==> config.mk <==
export PLATFORM = sky130hd
export DESIGN_NAME = tile_profiler
export DESIGN_NICKNAME = d
export VERILOG_FILES = /design/src/design/prof_pkg.sv /design/src/design/prof_event_decode.sv /design/src/design/prof_counter_bank.sv /design/src/design/prof_report.sv /design/src/design/tile_profiler.sv
export SDC_FILE = /design/constraint.sdc
export NUM_CORES = 1
export LEC_CHECK = 0
export ABC_CLOCK_PERIOD_IN_PS = 12500
export BUFFER_PORTS_ARGS = -buffer_cell sky130_fd_sc_hd__buf_4
export CORE_MARGIN = 3
export CORE_UTILIZATION = 67
export DETAILED_ROUTE_END_ITERATION = 10
export PLACE_DENSITY_LB_ADDON = 0.2
export SLEW_MARGIN = 20
export SYNTH_ARGS = -nofsm -noshare
export SYNTH_HDL_FRONTEND = slang
export SYNTH_SLANG_ARGS = --single-unit
==> constraint.sdc <==
create_clock -name clk -period 12.5 [get_ports clk]
set_input_delay 1.875 -clock clk [delete_from_list [all_inputs] [get_ports clk]]
set_output_delay 1.875 -clock clk [all_outputs]
set_load 0.02 [all_outputs]
==> src/design/prof_pkg.sv <==
package prof_pkg;

   //////////////////////////////
   // sizes
   //////////////////////////////

   localparam int CNT_W   = 32;
   localparam int NUM_CAT = 8;
   // total counter sits at id 0
   localparam int NUM_CNT = NUM_CAT + 1;
   localparam int ID_W    = 4;
   localparam int COORD_W = 4;

   //////////////////////////////
   // types
   //////////////////////////////

   // per-cycle flags from the tile
   typedef struct packed {
      logic reset_prof;
      logic finish_prof;
      logic dmem_stall;
      logic dx_stall;
      logic bt_stall;
      logic res_acq_stall;
      logic credit_full;
      logic out_fifo_full;
      logic in_fifo_full;
   } prof_trig_s;

   // highest priority first
   typedef enum logic [2:0] {
      CAT_DMEM     = 3'd0,
      CAT_DX       = 3'd1,
      CAT_BT       = 3'd2,
      CAT_RES_ACQ  = 3'd3,
      CAT_CREDIT   = 3'd4,
      CAT_OUT_FIFO = 3'd5,
      CAT_IN_FIFO  = 3'd6,
      CAT_BUSY     = 3'd7
   } prof_cat_e;

   typedef struct packed {
      logic      count_v;
      logic      clear;
      prof_cat_e cat;
   } prof_class_s;

   // one dumped counter
   typedef struct packed {
      logic [COORD_W-1:0] x;
      logic [COORD_W-1:0] y;
      logic [ID_W-1:0]    id;
      logic [CNT_W-1:0]   count;
   } prof_record_s;

endpackage

==> src/design/prof_event_decode.sv <==
`timescale 1ns/1ps

module prof_event_decode
   import prof_pkg::*;
(
   input  logic        clk,
   input  logic        rst_n_i,
   input  prof_trig_s  prof_i,
   output prof_class_s class_o,
   output logic        stop_o
);

   prof_trig_s trig_r;
   logic       running_r;
   logic       start;
   logic       finish;
   prof_cat_e  cat;

   always_ff @(posedge clk)
   begin
      if (!rst_n_i)
      begin
         trig_r    <= '0;
         running_r <= 1'b0;
      end
      else
      begin
         trig_r <= prof_i;
         if (start)
         begin
            running_r <= 1'b1;
         end
         else if (finish)
         begin
            running_r <= 1'b0;
         end
      end
   end

   // start beats finish, finish only counts while running
   assign start  = trig_r.reset_prof;
   assign finish = trig_r.finish_prof & running_r & ~start;

   //////////////////////////////
   // priority pick
   //////////////////////////////

   always_comb
   begin
      if (trig_r.dmem_stall)
         cat = CAT_DMEM;
      else if (trig_r.dx_stall)
         cat = CAT_DX;
      else if (trig_r.bt_stall)
         cat = CAT_BT;
      else if (trig_r.res_acq_stall)
         cat = CAT_RES_ACQ;
      else if (trig_r.credit_full)
         cat = CAT_CREDIT;
      else if (trig_r.out_fifo_full)
         cat = CAT_OUT_FIFO;
      else if (trig_r.in_fifo_full)
         cat = CAT_IN_FIFO;
      else
         cat = CAT_BUSY;
   end

   // start and finish cycles themselves are not counted
   assign class_o.count_v = running_r & ~start & ~finish;
   assign class_o.clear   = start;
   assign class_o.cat     = cat;
   assign stop_o          = finish;

endmodule

==> src/design/prof_counter_bank.sv <==
`timescale 1ns/1ps

module prof_counter_bank
   import prof_pkg::*;
(
   input  logic                           clk,
   input  logic                           rst_n_i,
   input  prof_class_s                    class_i,
   output logic [NUM_CNT-1:0][CNT_W-1:0]  counts_o
);

   logic [NUM_CNT-1:0][CNT_W-1:0] cnt_r;
   logic [NUM_CNT-1:0]            inc;

   //////////////////////////////
   // increment select
   //////////////////////////////

   always_comb
   begin
      inc = '0;
      if (class_i.count_v)
      begin
         // slot 0 is the total, categories start at 1
         inc[0] = 1'b1;
         inc[int'(class_i.cat) + 1] = 1'b1;
      end
   end

   //////////////////////////////
   // counters
   //////////////////////////////

   always_ff @(posedge clk)
   begin
      if (!rst_n_i)
      begin
         cnt_r <= '0;
      end
      else if (class_i.clear)
      begin
         cnt_r <= '0;
      end
      else
      begin
         for (int i = 0; i < NUM_CNT; i++)
         begin
            // wraps at CNT_W bits
            if (inc[i])
            begin
               cnt_r[i] <= cnt_r[i] + CNT_W'(1);
            end
         end
      end
   end

   assign counts_o = cnt_r;

endmodule

==> src/design/prof_report.sv <==
`timescale 1ns/1ps

module prof_report
   import prof_pkg::*;
(
   input  logic                          clk,
   input  logic                          rst_n_i,
   input  logic                          stop_i,
   input  logic [NUM_CNT-1:0][CNT_W-1:0] counts_i,
   input  logic [COORD_W-1:0]            x_id_i,
   input  logic [COORD_W-1:0]            y_id_i,
   output logic                          record_v_o,
   output prof_record_s                  record_o,
   output logic                          done_o
);

   logic [NUM_CNT-1:0][CNT_W-1:0] snap_r;
   logic                          stop_r;
   logic                          busy_r;
   logic [ID_W-1:0]               idx_r;
   logic                          done_r;
   logic                          last;

   assign last = (idx_r == ID_W'(NUM_CNT - 1));

   //////////////////////////////
   // sequencer
   //////////////////////////////

   always_ff @(posedge clk)
   begin
      if (!rst_n_i)
      begin
         stop_r <= 1'b0;
         busy_r <= 1'b0;
         idx_r  <= '0;
         done_r <= 1'b0;
      end
      else
      begin
         stop_r <= stop_i;
         done_r <= busy_r & last & ~stop_r;
         if (stop_r)
         begin
            // a fresh snapshot restarts the dump
            busy_r <= 1'b1;
            idx_r  <= '0;
         end
         else if (busy_r)
         begin
            if (last)
            begin
               busy_r <= 1'b0;
               idx_r  <= '0;
            end
            else
            begin
               idx_r <= idx_r + ID_W'(1);
            end
         end
      end
   end

   // one cycle after stop, so the last count has landed
   always_ff @(posedge clk)
   begin
      if (stop_r)
      begin
         snap_r <= counts_i;
      end
   end

   //////////////////////////////
   // record out
   //////////////////////////////

   assign record_v_o     = busy_r;
   assign record_o.x     = x_id_i;
   assign record_o.y     = y_id_i;
   assign record_o.id    = idx_r;
   assign record_o.count = snap_r[idx_r];
   assign done_o         = done_r;

endmodule

==> src/design/tile_profiler.sv <==
`timescale 1ns/1ps

module tile_profiler
   import prof_pkg::*;
(
   input  logic               clk,
   input  logic               rst_n_i,
   input  prof_trig_s         prof_i,
   input  logic [COORD_W-1:0] x_id_i,
   input  logic [COORD_W-1:0] y_id_i,
   output logic               record_v_o,
   output prof_record_s       record_o,
   output logic               done_o
);

   prof_class_s                   class_w;
   logic                          stop_w;
   logic [NUM_CNT-1:0][CNT_W-1:0] counts_w;

   // decode
   prof_event_decode u_decode (
      .clk     (clk),
      .rst_n_i (rst_n_i),
      .prof_i  (prof_i),
      .class_o (class_w),
      .stop_o  (stop_w)
   );

   // count
   prof_counter_bank u_counter_bank (
      .clk      (clk),
      .rst_n_i  (rst_n_i),
      .class_i  (class_w),
      .counts_o (counts_w)
   );

   // dump
   prof_report u_report (
      .clk        (clk),
      .rst_n_i    (rst_n_i),
      .stop_i     (stop_w),
      .counts_i   (counts_w),
      .x_id_i     (x_id_i),
      .y_id_i     (y_id_i),
      .record_v_o (record_v_o),
      .record_o   (record_o),
      .done_o     (done_o)
   );

endmodule

==> flow_metrics.env, run 1 <==
export IMPL_fin_setup_tns_ps=0
export IMPL_clkTransAtPathRegs_ps=60
export IMPL_antenna_cells=0
export IMPL_yosysWarningCount=0
export IMPL_syn_num_nets=2133
export IMPL_skew_ps=9.13
export IMPL_multi_input_area_um2=9420
export IMPL_power_frac_clock_pct=46.5
export IMPL_place_gp_congestion=0.907
export IMPL_wl_per_cell_um=23.6
export IMPL_nFillCells=2251
export IMPL_antenna_found_initial=1
export IMPL_die_w_um=198
export IMPL_ys_seq_area_share_pct=59.6
export IMPL_timing_worst_setup_path_type="register to output pin"
export IMPL_synth_top_area_share_pct=34.9
export IMPL_synth_edf_count=288
export IMPL_syn_inst=2103
export IMPL_clockBufferDepth=3
export IMPL_ir_worst_vdd_mv=0.113
export IMPL_dp_hpwl_um=41600
export IMPL_required_ps=10620
export IMPL_worstSkewPairLatency_ps=610
export IMPL_end_kind="output pin"
export IMPL_powerDensity_nw_per_um2=143
export IMPL_period_share_pct=41.7
export IMPL_track_usage_pct=31.9
export IMPL_wl_um=61900
export IMPL_gr_total_overflow=0
export IMPL_switching_power_mw=0.795
export IMPL_drt_iter0_drc=1941
export IMPL_io_buffers=48
export IMPL_die_h_um=198
export IMPL_grt_pass1_wl_um=95500
export IMPL_power_total_mw=3.92
export IMPL_setup_violations_final=0
export IMPL_post_cts_setup_buffers=0
export IMPL_ios=65
export IMPL_min_path_type="register to register"
export IMPL_cts_resized=0
export IMPL_seqPwrFrac_pct=52.0
export IMPL_synth_ff_type="dfxtp_1"
export IMPL_core_um2=36000
export IMPL_viasPerCell=6.53
export IMPL_dieArea_um2=39300
export IMPL_cts_tree="built"
export IMPL_synth_top_area_cell="edfxtp_1"
export IMPL_fmax_ghz=0.192
export IMPL_synth_cell_types=56
export IMPL_final_antenna_net_count=0
export IMPL_cts_hold_buf=0
export IMPL_grt_pass1_vias=16414
export IMPL_area_growth_pct=10.7
export IMPL_final_common_cell="dfxtp_1"
export IMPL_startpoint_type="register"
export IMPL_status="completed"
export IMPL_finalCriticalPeriod_ps=5220
export IMPL_grt_max_degree=220
export IMPL_rsz0062_at_grt="false"
export IMPL_cts_sinks=593
export IMPL_syn_avg_cell_area_um2=11.8
export IMPL_fin_nets=2145
export IMPL_crit_fanout=42
export IMPL_maxSlewHeadroom_pct=26.0
export IMPL_synth_area_top_cells="edfxtp_1 (35%), dfxtp_1 (25%), mux4_2 (5.8%)"
export IMPL_cts_root_buf="clkbuf_16"
export IMPL_drv_cap=0
export IMPL_rows=69
export IMPL_vias=17133
export IMPL_drc=0
export IMPL_drive_gt1_share_pct=12.2
export IMPL_start_util_pct=68.8
export IMPL_synthesis_area_um2=24800
export IMPL_pwr_share_comb_pct=1.5
export IMPL_cts_max_level=2
export IMPL_power_leakage_nw=8.65
export IMPL_slew_viol_final=0
export IMPL_ys_ff_latch=593
export IMPL_worstPathArrival_ps=3340
export IMPL_numCtsBuffers=57
export IMPL_layout_common_cells="dfxtp_1 (301), edfxtp_1 (288), nor2_1 (241), nand2_1 (132), xor2_1 (113)"
export IMPL_async_flop_share_pct=0
export IMPL_p_int_mw=3.13
export IMPL_swShare_pct=20.3
export IMPL_final_hold_viol_count=0
export IMPL_max_slew_worst_pin_slew_ps=1110
export IMPL_register_area_um2=14800
export IMPL_drtPass1Iterations=5
[cells in the mapped netlist (all sizes together) (47+ instances only)]
library cell	n
edfxtp	288
a21oi	70
nand3	98
nor2	241
nor3	47
nand4	95
xnor2	96
dfxtp	305
mux4	64
xor2	113
clkbuf	76
o21ai	76
nand2	132
[through the flow]
| stage | cell area [um^2] | setup WS, ps | hold WS (ps) | instances | util (%) |
|---|---|---|---|---|---|
| 6_report | 27400 | 7280 | 439 | 2625 | 76.2 |
| 5_1_grt | 27400 | 7100 | 458 | 2625 | 76.2 |
| 4_1_cts | 27400 | 7190 | 441 | 2624 | 76.1 |
| 3_5_place_dp | 25400 | 7920 | 437 | 2516 | 70.6 |
| 3_3_place_gp | 25400 | 7980 | 416 | 2516 | 70.6 |
| 2_1_floorplan | 24800 | 5000 | 408 | 2103 | - |
[power by group through the flow]
stage	clock network [mW]	logic [mW]	registers [mW]
3_3_place_gp	0	0.0570	2.08
5_1_grt	1.91	0.0624	2.04
4_1_cts	1.84	0.0581	2.04
3_5_place_dp	0	0.0581	2.08
2_1_floorplan	0	0.0436	2.08
6_report	1.82	0.0586	2.04
[metal layers]
layer	vias up	wire, um	GRT usage [%]	share of wire, %
li1	7732	-	-	-
met1	8401	23900	43.2	39
met2	830	29300	50.9	47
met3	168	5290	4.92	8.5
met4	2	3440	15.9	5.6
met5	-	16	0	0.026
[worst max-delay path, cell delays in order (launching register included)]
cell     delay [ps]
dfxtp_4         700
buf_4           750
mux4_2          610
mux2i_1         220
o21ai_0         200
buf_4           220
[layout make-up]
type / count / area share [%]
clock buffer: 76 / 5.80
clock inverter: 32 / 1.47
inverter: 33 / 0.452
multi-input combinational: 1361 / 34.4
sequential: 593 / 53.9
tap: 461 / 2.10
timing repair buffer: 69 / 1.95
[sequential cells by signal (all words and copies together), names as in the netlist]
register	flops
u_counter_bank.counts_o	288
u_report.snap_r	288
u_decode.trig_r	8
u_report.idx_r	4
u_decode.running_r	1
u_decode.start	1
u_report.done_o	1
u_report.record_v_o	1
u_report.stop_r	1
[final timing paths]
check | slack [ps] | from | end | cells after the start
min | 440 | u_counter_bank.counts_o[158] | u_report.snap_r[158] | 0
max | 7280 | u_report.idx_r[0] | record_o[9] | 5
min reg2reg | 440 | u_counter_bank.counts_o[158] | u_report.snap_r[158] | 0
max reg2reg | 9240 | u_decode.start | u_counter_bank.counts_o[31] | 6
[logic make-up after synthesis]
kind of cell	Yosys count	share of synthesized area (%)
multiplexers	107	7.56
XOR/XNOR	209	7.39
flip-flops	593	59.6
adder cells (fa/ha/maj)	11	0.556
AO/OA/AOI/OAI	178	3.95
AND/OR/NAND/NOR	856	18.4
buffers and inverters	149	2.53
No activity file was read; power rests on OpenSTA's default activity.
==> run 2, diff against run 1 <==
Settings changed: ABC_CLOCK_PERIOD_IN_PS 12500 to 5100, CORE_UTILIZATION 67 to 62.
Clock period 12.5 ns to 5.1 ns, I/O delays scaled along.
==> run 2 against run 1 <==
Against the previous run:
- critical path depth up 1
- clock skew up 11 ps
- clock power up 140%
- non-clock buffer count up 7
- total power up 140%
- hold slack worse by 73 ps
- first-iteration DRC count down 8.9%
- sequential power up 150%
- register-to-register slack worse by 7100 ps
- final area up 0.22%
==> flow_metrics.env, run 2 (synthesis results as in run 1) <==
export IMPL_area_growth_pct=11.0
export IMPL_slew_viol_final=0
export IMPL_start_util_pct=63.5
export IMPL_post_cts_setup_buffers=0
export IMPL_cts_sinks=593
export IMPL_grt_max_degree=155
export IMPL_numCtsBuffers=57
export IMPL_required_ps=4340
export IMPL_hold_start="prof_i[4]"
export IMPL_fmax_ghz=0.259
export IMPL_antenna_found_initial=1
export IMPL_core_um2=39000
export IMPL_antenna_cells=0
export IMPL_fin_nets=2152
export IMPL_layout_common_cells="dfxtp_1 (301), edfxtp_1 (288), nor2_1 (241), nand2_1 (132), xor2_1 (113)"
export IMPL_drive_gt1_share_pct=11.9
export IMPL_ir_worst_vdd_mv=0.295
export IMPL_wl_per_cell_um=21.8
export IMPL_place_gp_congestion=0.927
export IMPL_gr_total_overflow=0
export IMPL_die_w_um=206
export IMPL_cts_tree="built"
export IMPL_max_slew_worst_pin_slew_ps=952
export IMPL_end_kind="output pin"
export IMPL_crit_fanout=42
export IMPL_clkTransAtPathRegs_ps=60
export IMPL_period_share_pct=75.6
export IMPL_final_hold_viol_count=0
export IMPL_drt_iter0_drc=1768
export IMPL_maxSlewHeadroom_pct=35.7
export IMPL_worstSkewPairLatency_ps=610
export IMPL_final_common_cell="dfxtp_1"
export IMPL_vias=16880
export IMPL_powerDensity_nw_per_um2=343
export IMPL_track_usage_pct=28.0
export IMPL_power_total_mw=9.42
export IMPL_clockBufferDepth=3
export IMPL_cts_root_buf="clkbuf_16"
export IMPL_min_path_type="primary input to register"
export IMPL_final_antenna_net_count=0
export IMPL_die_h_um=206
export IMPL_io_buffers=48
export IMPL_grt_pass1_wl_um=91100
export IMPL_viasPerCell=6.28
export IMPL_r2r_start="u_decode.trig_r[2]"
export IMPL_timing_worst_setup_path_type="register to output pin"
export IMPL_setup_violations_final=0
export IMPL_startpoint_type="register"
export IMPL_drv_cap=0
export IMPL_cts_hold_buf=0
export IMPL_worstPathArrival_ps=3090
export IMPL_cts_max_level=2
export IMPL_crit_start="u_report.idx_r[0]"
export IMPL_rsz0062_at_grt="false"
export IMPL_cts_resized=0
export IMPL_power_leakage_nw=8.65
export IMPL_dieArea_um2=42400
export IMPL_grt_pass1_vias=15892
export IMPL_status="completed"
export IMPL_drtPass1Iterations=7
export IMPL_finalCriticalPeriod_ps=3850
export IMPL_skew_ps=20.4
export IMPL_drc=0
export IMPL_rows=72
export IMPL_dp_hpwl_um=40100
export IMPL_wl_um=58600
export IMPL_ios=65
export IMPL_rrSetupSlack_ps=2100
export IMPL_fin_setup_tns_ps=0
## run 2: worst paths after layout
check                                  to  depth (start not counted)
max                          record_o[30]                          6
min reg2reg          u_report.snap_r[158]                          0
min                    u_decode.trig_r[4]                          2
max reg2reg  u_counter_bank.counts_o[186]                          5
## run 2: report_power, final
part / internal [mW] / switching [mW] / leakage (nW)
clock: 2.52 / 1.76 / 0.941
sequential: 4.97 / 0.0249 / 5.12
combinational: 0.0456 / 0.101 / 2.59
total: 7.53 / 1.89 / 8.65
## run 2: through the flow
step	utilization, %	setup WS [ps]	std cells	cell area, um^2	hold slack (ps)
after floorplan	-	757	2103	24800	408
after global placement	65.5	1870	2580	25500	423
after detailed placement	65.5	1830	2580	25500	429
after CTS	70.4	1180	2687	27500	334
after global routing	70.4	994	2688	27500	350
final	70.4	1250	2688	27500	365
## run 2: cell type report
cell class              count  area, um^2
clock inverters            21         231
multi-input cells        1361        9410
inverters                  33         124
well taps                 518         648
repair buffers             76         621
flip-flops and latches    593       14800
clock buffers              86        1680
fillers                  2717       11500
## run 2: per-layer routing
| metal | wire length [um] | global-route usage [%] | share of wire, % | up-vias |
|---|---|---|---|---|
| met5 | 0 | 0 | 0 | - |
| met4 | 2610 | 12.5 | 4.5 | 0 |
| met3 | 3770 | 3.58 | 6.4 | 130 |
| met2 | 27600 | 44.5 | 47 | 664 |
| met1 | 24500 | 39.0 | 42 | 8330 |
| li1 | - | - | - | 7756 |
## run 2: worst max-delay path, stage by stage, from the launching register on
cell     delay [ps]
dfxtp_4         910
buf_4           340
buf_4           250
mux4_2          520
mux2i_1         140
o21ai_0         110
buf_4           190
